<file path="src/acc_cfg_pkg.sv">
`default_nettype none

package acc_cfg_pkg;

  // accumulator array geometry.
  localparam int copies = 1;
  localparam int groups = 2;
  localparam int units  = 2;

  localparam int members   = 4;                   // columns per input beat.
  localparam int dw_factor = 2;                   // first stage ratio.
  localparam int sub_cores = members / dw_factor; // second stage ratio.

  localparam int word_width = 16;
  localparam int user_width = 4;

  // one member column across every copy, group and unit.
  localparam int col_bits = copies * groups * units * word_width;

  // keep bit plus user tag of one column.
  localparam int col_side_bits = 1 + user_width;

  typedef logic [word_width-1:0] acc_word_t;
  typedef logic [user_width-1:0] acc_user_t;

endpackage

`default_nettype wire

</file>
<file path="src/acc_stream_pkg.sv">
`default_nettype none

package acc_stream_pkg;

  // full accumulator beat, every member column.
  typedef struct packed {
    acc_cfg_pkg::acc_word_t [acc_cfg_pkg::copies-1:0]
                            [acc_cfg_pkg::groups-1:0]
                            [acc_cfg_pkg::units-1:0]
                            [acc_cfg_pkg::members-1:0] data;
    logic                   [acc_cfg_pkg::members-1:0] keep;
    acc_cfg_pkg::acc_user_t [acc_cfg_pkg::members-1:0] user;
    logic                                              last;
  } bank_in_t;

  // after stage1, one column per sub-core.
  typedef struct packed {
    acc_cfg_pkg::acc_word_t [acc_cfg_pkg::copies-1:0]
                            [acc_cfg_pkg::groups-1:0]
                            [acc_cfg_pkg::units-1:0]
                            [acc_cfg_pkg::sub_cores-1:0] data;
    logic                   [acc_cfg_pkg::sub_cores-1:0] keep;
    acc_cfg_pkg::acc_user_t [acc_cfg_pkg::sub_cores-1:0] user;
    logic                                                last;
  } bank_mid_t;

  // a single member column.
  typedef struct packed {
    acc_cfg_pkg::acc_word_t [acc_cfg_pkg::copies-1:0]
                            [acc_cfg_pkg::groups-1:0]
                            [acc_cfg_pkg::units-1:0] data;
    logic                                            keep;
    acc_cfg_pkg::acc_user_t                          user;
    logic                                            last;
  } bank_out_t;

endpackage

`default_nettype wire

</file>
<file path="src/acc_width_stage.sv">
`timescale 1ns/1ps
`default_nettype none

module acc_width_stage #(
  parameter int ratio      = 2,
  parameter int slice_bits = 16,
  parameter int side_bits  = 1
) (
  input  wire logic                        aclk,
  input  wire logic                        rst_n,

  input  wire logic                        in_valid,
  output logic                             in_ready,
  input  wire logic [ratio*slice_bits-1:0] in_data,
  input  wire logic [ratio*side_bits-1:0]  in_side,
  input  wire logic                        in_last,

  output logic                             out_valid,
  input  wire logic                        out_ready,
  output logic      [slice_bits-1:0]       out_data,
  output logic      [side_bits-1:0]        out_side,
  output logic                             out_last
);

  localparam int cnt_w = $clog2(ratio);
  localparam logic [cnt_w-1:0] last_cnt = cnt_w'(ratio - 1);

  logic [ratio-1:0][slice_bits-1:0] data_q;
  logic [ratio-1:0][side_bits-1:0]  side_q;
  logic                             last_q;

  logic             full_q;
  logic [cnt_w-1:0] cnt_q;
  logic             final_slice;
  logic             in_fire;
  logic             out_fire;

  assign final_slice = (cnt_q == last_cnt);
  assign in_fire     = in_valid && in_ready;
  assign out_fire    = full_q && out_ready;

  // free, or the last slice leaves this cycle.
  assign in_ready = !full_q || (out_ready && final_slice);

  assign out_valid = full_q;
  assign out_data  = data_q[cnt_q];
  assign out_side  = side_q[cnt_q];
  assign out_last  = last_q && final_slice;

  always_ff @(posedge aclk or negedge rst_n) begin
    if (!rst_n) begin
      full_q <= 1'b0;
      cnt_q  <= '0;
    end else if (in_fire) begin
      // direct reload, no bubble between beats.
      full_q <= 1'b1;
      cnt_q  <= '0;
    end else if (out_fire) begin
      if (final_slice) begin
        full_q <= 1'b0;
        cnt_q  <= '0;
      end else begin
        cnt_q <= cnt_q + 1'b1;
      end
    end
  end

  always_ff @(posedge aclk) begin
    if (in_fire) begin
      data_q <= in_data;
      side_q <= in_side;
      last_q <= in_last;
    end
  end

endmodule

`default_nettype wire

</file>
<file path="src/acc_out_slice.sv">
`timescale 1ns/1ps
`default_nettype none

module acc_out_slice (
  input  wire logic                      aclk,
  input  wire logic                      rst_n,

  input  wire logic                      in_valid,
  output logic                           in_ready,
  input  wire acc_stream_pkg::bank_out_t in_beat,

  output logic                           out_valid,
  output acc_stream_pkg::bank_out_t      out_beat,
  input  wire logic                      out_ready
);

  typedef enum logic [1:0] {
    empty,
    one,
    two
  } occ_e;

  occ_e state_q;
  occ_e state_d;

  acc_stream_pkg::bank_out_t out_q;
  acc_stream_pkg::bank_out_t skid_q;

  logic store;
  logic pop;

  // cleared columns are taken but never stored.
  assign store = in_valid && in_ready && in_beat.keep;
  assign pop   = out_valid && out_ready;

  assign out_valid = (state_q != empty);
  assign out_beat  = out_q;

  always_comb begin
    state_d = state_q;
    case (state_q)
      empty: if (store) state_d = one;
      one: begin
        if (store && !pop) state_d = two;
        else if (!store && pop) state_d = empty;
      end
      two: if (pop) state_d = one;
      default: state_d = empty;
    endcase
  end

  always_ff @(posedge aclk or negedge rst_n) begin
    if (!rst_n) begin
      state_q  <= empty;
      in_ready <= 1'b1;  // both entries free.
    end else begin
      state_q  <= state_d;
      in_ready <= (state_d != two);
    end
  end

  always_ff @(posedge aclk) begin
    if (state_q == two) begin
      if (pop) out_q <= skid_q;  // skid moves up.
    end else if (store && (state_q == empty || pop)) begin
      out_q <= in_beat;
    end
    if (store && state_q == one && !pop) skid_q <= in_beat;
  end

endmodule

`default_nettype wire

</file>
<file path="src/acc_dw_bank.sv">
`timescale 1ns/1ps
`default_nettype none

module acc_dw_bank (
  input  wire logic                      aclk,
  input  wire logic                      rst_n,

  input  wire logic                      s_valid,
  output logic                           s_ready,
  input  wire acc_stream_pkg::bank_in_t  s_beat,

  output logic                           m_valid,
  input  wire logic                      m_ready,
  output acc_stream_pkg::bank_out_t      m_beat
);

  localparam int cp = acc_cfg_pkg::copies;
  localparam int gr = acc_cfg_pkg::groups;
  localparam int un = acc_cfg_pkg::units;
  localparam int dw = acc_cfg_pkg::dw_factor;
  localparam int sc = acc_cfg_pkg::sub_cores;

  // stage1 input, slice k first.
  acc_cfg_pkg::acc_word_t [dw-1:0][cp-1:0][gr-1:0][un-1:0][sc-1:0] s1_in_data;
  logic                   [dw-1:0][sc-1:0]                         s1_in_keep;
  acc_cfg_pkg::acc_user_t [dw-1:0][sc-1:0]                         s1_in_user;
  logic [dw-1:0][sc*acc_cfg_pkg::col_side_bits-1:0]                s1_in_side;
  logic [sc*acc_cfg_pkg::col_bits-1:0]                             s1_out_data;
  logic [sc*acc_cfg_pkg::col_side_bits-1:0]                        s1_out_side;

  // stage2 input, one sub-core per slice.
  acc_cfg_pkg::acc_word_t [sc-1:0][cp-1:0][gr-1:0][un-1:0]         s2_in_data;
  logic [sc-1:0][acc_cfg_pkg::col_side_bits-1:0]                   s2_in_side;
  logic [acc_cfg_pkg::col_bits-1:0]                                s2_out_data;
  logic [acc_cfg_pkg::col_side_bits-1:0]                           s2_out_side;

  acc_stream_pkg::bank_mid_t mid_beat;
  acc_stream_pkg::bank_out_t col_beat;
  logic                      mid_valid;
  logic                      mid_ready;
  logic                      col_valid;
  logic                      col_ready;

  for (genvar k = 0; k < dw; k++) begin : g_k
    for (genvar s = 0; s < sc; s++) begin : g_s
      for (genvar c = 0; c < cp; c++) begin : g_c
        for (genvar g = 0; g < gr; g++) begin : g_g
          for (genvar u = 0; u < un; u++) begin : g_u
            assign s1_in_data[k][c][g][u][s] = s_beat.data[c][g][u][s*dw+k];
          end
        end
      end
      assign s1_in_keep[k][s] = s_beat.keep[s*dw+k];
      assign s1_in_user[k][s] = s_beat.user[s*dw+k];
    end
    assign s1_in_side[k] = {s1_in_keep[k], s1_in_user[k]};
  end

  acc_width_stage #(
    .ratio      (dw),
    .slice_bits (sc * acc_cfg_pkg::col_bits),
    .side_bits  (sc * acc_cfg_pkg::col_side_bits)
  ) stage1 (
    .aclk      (aclk),
    .rst_n     (rst_n),
    .in_valid  (s_valid),
    .in_ready  (s_ready),
    .in_data   (s1_in_data),
    .in_side   (s1_in_side),
    .in_last   (s_beat.last),
    .out_valid (mid_valid),
    .out_ready (mid_ready),
    .out_data  (s1_out_data),
    .out_side  (s1_out_side),
    .out_last  (mid_beat.last)
  );

  assign mid_beat.data                  = s1_out_data;
  assign {mid_beat.keep, mid_beat.user} = s1_out_side;

  for (genvar s = 0; s < sc; s++) begin : g_sub
    for (genvar c = 0; c < cp; c++) begin : g_c
      for (genvar g = 0; g < gr; g++) begin : g_g
        for (genvar u = 0; u < un; u++) begin : g_u
          assign s2_in_data[s][c][g][u] = mid_beat.data[c][g][u][s];
        end
      end
    end
    assign s2_in_side[s] = {mid_beat.keep[s], mid_beat.user[s]};
  end

  acc_width_stage #(
    .ratio      (sc),
    .slice_bits (acc_cfg_pkg::col_bits),
    .side_bits  (acc_cfg_pkg::col_side_bits)
  ) stage2 (
    .aclk      (aclk),
    .rst_n     (rst_n),
    .in_valid  (mid_valid),
    .in_ready  (mid_ready),
    .in_data   (s2_in_data),
    .in_side   (s2_in_side),
    .in_last   (mid_beat.last),
    .out_valid (col_valid),
    .out_ready (col_ready),
    .out_data  (s2_out_data),
    .out_side  (s2_out_side),
    .out_last  (col_beat.last)
  );

  assign col_beat.data                  = s2_out_data;
  assign {col_beat.keep, col_beat.user} = s2_out_side;

  acc_out_slice slice0 (
    .aclk      (aclk),
    .rst_n     (rst_n),
    .in_valid  (col_valid),
    .in_ready  (col_ready),
    .in_beat   (col_beat),
    .out_valid (m_valid),
    .out_beat  (m_beat),
    .out_ready (m_ready)
  );

endmodule

`default_nettype wire

</file>
<file path="config.mk">
export PLATFORM = sky130hd
export DESIGN_NAME = acc_dw_bank
export DESIGN_NICKNAME = d
export VERILOG_FILES = /design/src/acc_cfg_pkg.sv /design/src/acc_stream_pkg.sv /design/src/acc_width_stage.sv /design/src/acc_out_slice.sv /design/src/acc_dw_bank.sv
export SDC_FILE = /design/constraint.sdc
export NUM_CORES = 1
export LEC_CHECK = 0
export BUFFER_PORTS_ARGS = -buffer_cell sky130_fd_sc_hd__buf_2
export CORE_MARGIN = 3
export CORE_UTILIZATION = 50
export DETAILED_ROUTE_END_ITERATION = 10
export PLACE_DENSITY = 0.72
export SETUP_SLACK_MARGIN = 0.3
export SLEW_MARGIN = 5
export SYNTH_ARGS = -nofsm -noshare
export SYNTH_HDL_FRONTEND = slang
export SYNTH_SLANG_ARGS = --single-unit
</file>
<file path="constraint.sdc">
create_clock -name aclk -period 10.97 [get_ports aclk]
set_input_delay 1.6455 -clock aclk [delete_from_list [all_inputs] [get_ports aclk]]
set_output_delay 1.6455 -clock aclk [all_outputs]
set_load 0.05 [all_outputs]
</file>
Word-level counts from Yosys, hierarchy flattened
Index checks and enable logic that the tools add are counted.
W data, S select, Z words.
{"block": "word_totals", "word_cells": 97, "reg_bits": 563}
{"block": "classes", "order_cmp": 2, "mux": 28, "add_sub_neg": 2, "n_reduce_logical": 31, "n_eq_ne": 4}
{"cell": "$mux W128", "count": 2}
{"cell": "$mux W70", "count": 3}
{"cell": "$mux W64", "count": 2}
{"cell": "$mux W10", "count": 2}
{"cell": "$logic_and A1 B1 Y1", "count": 14}
{"cell": "$mux W1", "count": 12}
{"cell": "$reduce_bool A2 Y1", "count": 6}
{"cell": "$mux W5", "count": 2}
{"cell": "$mux W2", "count": 4}
{"cell": "$pmux W2 S3", "count": 1}
{"cell": "$reduce_and A2 Y1", "count": 3}
{"cell": "$logic_not A1 Y1", "count": 4}
{"cell": "$lt A1 B2 Y1 const B", "count": 2}
{"cell": "$logic_or A1 B1 Y1", "count": 3}
{"cell": "$add A1 B1 Y1 const B", "count": 2}
{"cell": "$eq A2 B1 Y1 const B", "count": 1}
{"cell": "$eq A2 B2 Y1 const B", "count": 1}
{"cell": "$logic_not A2 Y1", "count": 1}
{"cell": "$ne A2 B1 Y1 const B", "count": 1}
{"cell": "$ne A2 B2 Y1 const B", "count": 1}

Depth between registers and ports, before layout
{"block": "logic_depth", "depth_word": 9, "ltp_mapped": 5, "depth_no_buf": 3}

By module
From an unflattened synthesis, not the netlist that was laid out.
{"block": "hier_totals", "cells_unflattened": 902, "area_unflattened_um2": 21359.2}
{"module": "acc_width_stage at stage1", "area_per_inst_um2": 10450.0, "seq_area_each_um2": 8368.0, "n_inst": 1, "cells_per_inst": 441}
{"module": "acc_width_stage at stage2", "area_per_inst_um2": 5457.7, "seq_area_each_um2": 4224.1, "n_inst": 1, "cells_per_inst": 226}
{"module": "acc_out_slice", "area_per_inst_um2": 5451.5, "seq_area_each_um2": 4280.4, "n_inst": 1, "cells_per_inst": 235}

Worst setup path before layout
Ideal clock, no wire load.
{"block": "synth_timing", "kind": "flip-flop to flip-flop", "startpoint": "register slice0.in_ready", "endpoint": "register stage1.data_q[0] (netlist name) (enable)", "period_less_slack_ns": 8.877, "slack_ns": 2.093, "path_stages_with_launch": 4, "t_arrival_ns": 8.208, "n_path_buf": 0, "path_cell_list": "dfstp_2 a21boi_1 o21ai_0 and2_1"}
{"block": "synth_between", "elab_chain_cells": 5}
{"item": "start: declaration", "line_no": "acc_out_slice.sv:9", "rtl": "output logic in_ready,"}
{"item": "start signal: assignment", "line_no": "acc_out_slice.sv:58", "rtl": "in_ready <= (state_d != two);"}
{"item": "$logic_and A1 B1 Y1", "line_no": "acc_width_stage.sv:43", "rtl": "assign in_ready = !full_q || (out_ready && final_slice);"}
{"item": "$logic_or A1 B1 Y1", "line_no": "acc_width_stage.sv:43"}
{"item": "$logic_and A1 B1 Y1", "line_no": "acc_width_stage.sv:43"}
{"item": "$logic_or A1 B1 Y1", "line_no": "acc_width_stage.sv:43"}
{"item": "via s_ready", "line_no": "acc_dw_bank.sv:9", "rtl": "output logic s_ready,"}
{"item": "$logic_and A1 B1 Y1", "line_no": "acc_width_stage.sv:39", "rtl": "assign in_fire = in_valid && in_ready;"}
{"item": "via stage1.in_fire", "line_no": "acc_width_stage.sv:35", "rtl": "logic in_fire;"}
{"item": "end signal: assignment", "line_no": "acc_width_stage.sv:70", "rtl": "data_q <= in_data;"}
{"item": "end: declaration", "line_no": "acc_width_stage.sv:28", "rtl": "logic [ratio-1:0][slice_bits-1:0] data_q;"}
The timed path passes the listed nets, and every way through them passes these cells.
A chain may end at the register's enable or synchronous reset.

Worst setup path after layout
{"block": "layout_timing", "startpoint": "register stage2.cnt_q", "endpoint": "register stage1.data_q[148] (netlist name) (enable)"}
{"block": "layout_between", "elab_chain_cells": 5}
{"item": "start: declaration", "line_no": "acc_width_stage.sv:33", "rtl": "logic [cnt_w-1:0] cnt_q;"}
{"item": "start signal: assignment", "line_no": "acc_width_stage.sv:63", "rtl": "cnt_q <= cnt_q + 1'b1;"}
{"item": "$logic_and A1 B1 Y1", "line_no": "acc_width_stage.sv:43"}
{"item": "$logic_or A1 B1 Y1", "line_no": "acc_width_stage.sv:43"}
{"item": "$logic_and A1 B1 Y1", "line_no": "acc_width_stage.sv:43"}
{"item": "$logic_or A1 B1 Y1", "line_no": "acc_width_stage.sv:43"}
{"item": "$logic_and A1 B1 Y1", "line_no": "acc_width_stage.sv:39"}
{"item": "via stage1.in_fire", "line_no": "acc_width_stage.sv:35"}
The timed path passes the listed nets, and every way through them passes these cells.

==> reports/results.txt <==
# DRC: 0
area share of the largest cell type after synthesis: 80.8%
Die Height: 209 µm
post-synth top area cell: edfxtp_1
prevailing post-synth register cell: edfxtp_1
Synth area leaders: edfxtp_1, mux2_2, mux2_4
Mapped Nets: 1,185
Max VDD drop: 0.193 mV
slew margin rel.: 22.9%
f_max: 0.231 GHz
Tmin final: 4340 ps
vias in the first global route: 10,100
power density cells: 334 nW/µm²
Int Pwr: 0.00566 W
crit path cell chain: a21boi_1 > o21ai_0 > and2_4 > buf_4 > buf_4
port bufs: 352
final setup margin: 6630 ps
Hold Slack: 532 ps
Mapped Cells: 904
r2r worst-path depth: 5
post-DP HPWL: 24,400 µm
Tcrit/Tclk final: 39.5%
postcts setup bufs: 0
post-DR vias/cell: 5.07
Setup crit start kind: flip-flop
synth-to-layout area growth: 19.8%
max-cap violations: 0
arrival time of the worst setup path: 4540 ps
Worst R2R Start: stage2.cnt_q$_DFFE_PN0P_
max-slew violations: 0
Worst Hold End: stage2.data_q[117]$_DFFE_PP_
Top cell by count, worst path: buf_4
sequential share of the synthesized area: 81.7%
top-count cell post-synth: edfxtp_1
NetSw: 0.00261 W
number of synthesized flops with an enable pin: 556
H-tree Lvls: 2
Reg2Reg Setup Slack: 6630 ps
fill count: 2,858
antenna violations before repair: 0
status: completed
synthesized area: 20,700 µm²
critical path type: flip-flop to flip-flop
Num CTS Buffers: 55
CTS root buf: clkbuf_16
Crit path required time: 11,180 ps
Pleak: 9.08 nW
die area: 43,800 µm²
routed len/inst: 20.6 µm
largest net degree at the start of global routing: 90
gr ovfl total: 0
drt pass-1 iters: 4
Least-Margin Pin Slew: 1160 ps
Bufs on Longest Clock Path: 3
Critical R2R Capture: stage1.data_q[148]$_DFFE_PP_
Syn. warnings: 0
layout cell share with drive strength beyond 1: 54.6%
GP Congestion: 0.744
Post-CTS Resized: 0
clk_lat worst skew: 590 ps
CTS tree: done
via count: 9,447
hold buffers post-CTS: 0
Placed Instance Area: 23,000 µm²
Clock transition at path regs: 60 ps
syn avg cell area: 22.9 µm²
# rows: 73
HP Class: flip-flop to flip-flop
Ports: 353
CP max FO: 78
async set-or-reset flop fraction in the synthesized netlist: 1.24%
Core ar.: 40,300 µm²
global-route wire length before repair: 58,200 µm
# setup viols final: 0
RSZ-0062 raised after global routing: false
TNS Setup: 0 ps
Reg power frac: 47.4%
Hold Crit Start: stage1.data_q[245]$_DFFE_PP_
Critical Path End Type: flip-flop
design area: 24,700 µm²
number of antenna-violating nets in the routed design: 0
final WL: 38,300 µm
Die Wd: 209 µm
Starting Density: 51.3%
Worst path slowest cell: dfrtp_4
clock sink total: 563
Diodes inserted: 0
Net Sw Frac: 31.6%
Clock Skews: 18.5 ps
Netlist cell types: 25
DRT iter0 DRCs: 617
Post-synth top cells: edfxtp_1, mux2_2, mux2_4
Comb pwr share: 30.3%
final net count: 1,573
final hold vios: 0
synthesized flop and latch total: 563
part of the power in the clock network: 22.2%
Worst Hold Depth: 1
gr usage total: 17.2%
delay of the slowest critical-path stage: 910 ps
pre-CTS WS: 6450 ps
==> area by class of cell <==
cell class	count	area, µm²	area share [%]
clock inverters	39	357	1.44
flip-flops and latches	563	16900	68.2
clock buffers	64	1410	5.70
inverters	3	11.3	0.0455
multi-input cells	306	3590	14.5
well taps	525	657	2.65
repair buffers	363	1840	7.45
==> metrics by stage <==
stage	util, %	std cells	power [W]
after floorplan	-	904	0.00604
after global placement	57.0	1760	0.00646
after detailed placement	57.0	1760	0.00655
after CTS	61.4	1863	0.00840
after global routing	61.4	1863	0.00868
final	61.4	1863	0.00827
==> how the worst max path moves through the flow <==
| stage | from | end | slack, ps | cells past startpoint |
|---|---|---|---|---|
| detailed placement | s_valid | stage1.data_q[45]$_DFFE_PP_ | 6450 | 4 |
| global placement | s_valid | stage1.data_q[175]$_DFFE_PP_ | 6590 | 4 |
| CTS | stage2.cnt_q$_DFFE_PN0P_ | stage1.data_q[45]$_DFFE_PP_ | 6570 | 5 |
| finish | stage2.cnt_q$_DFFE_PN0P_ | stage1.data_q[148]$_DFFE_PP_ | 6630 | 5 |
| global route | stage2.cnt_q$_DFFE_PN0P_ | stage1.data_q[132]$_DFFE_PP_ | 6310 | 5 |
| floorplan | slice0.in_ready$_DFF_PN1_ | stage1.data_q[0]$_DFFE_PP_ | 2090 | 3 |
==> worst max-delay path: cells and delay by family (launching register included) <==
kind,cells,cell delay (ps)
DFF,1,910
AOI/OAI and AO/OA,2,670
buffers and inverters,2,1740
and+or+nand+nor,1,560
==> flip-flops by register name, summed over array words and instances, names as in the netlist, 2 cells and up <==
signal / flops
slice0.out_beat: 70
slice0.skid_q: 70
slice0.state_q: 2
stage1.data_q: 256
stage1.side_q: 20
stage2.data_q: 128
stage2.side_q: 10
==> layer usage <==
| layer | vias up | global-route usage [%] | share of wire, % |
|---|---|---|---|
| li1 | 4381 | - | - |
| met1 | 4714 | 21.9 | 40 |
| met2 | 280 | 28.7 | 51 |
| met3 | 72 | 4.48 | 6.4 |
| met4 | 0 | 6.79 | 3.2 |
| met5 | - | 0 | 0 |
==> power by group through the flow <==
| stage | Clock (W) | Combinational [W] | Sequential [W] |
|---|---|---|---|
| 6_report | 0.00184 | 0.00251 | 0.00392 |
| 5_1_grt | 0.00197 | 0.00270 | 0.00401 |
| 4_1_cts | 0.00189 | 0.00258 | 0.00394 |
| 3_5_place_dp | 0 | 0.00257 | 0.00398 |
| 3_3_place_gp | 0 | 0.00252 | 0.00394 |
| 2_1_floorplan | 0 | 0.00147 | 0.00457 |
==> kinds of logic after synthesis <==
family | count (synthesis) | share of synthesized area (%)
multiplexers | 277 | 16.3
AND/OR/NAND/NOR | 17 | 0.478
buffers and inverters | 35 | 1.16
AO/OA/AOI/OAI | 12 | 0.369
flip-flops | 563 | 81.7
==> layout by cell type (no fill, tap or decap), types with 2 or more instances in the layout <==
master      netlist  final
clkinvlp_4        0      5
nand3_1           2      2
edfxtp_1        556    556
clkinv_1          0     13
mux2_4           68     68
nand2b_1          3      2
inv_6             0      4
inv_1             3      3
clkinv_2          0     11
a21oi_1           2      2
dfrtp_1           6      4
clkbuf_1          0      9
buf_4             7     11
o21ai_0           5      4
dfrtp_4           0      2
and2_1            4      3
bufinv_16         0      6
clkbuf_16         0     55
mux2_2          209    209
buf_2            17    352
Note: power is estimated with default switching activity, not from simulation.
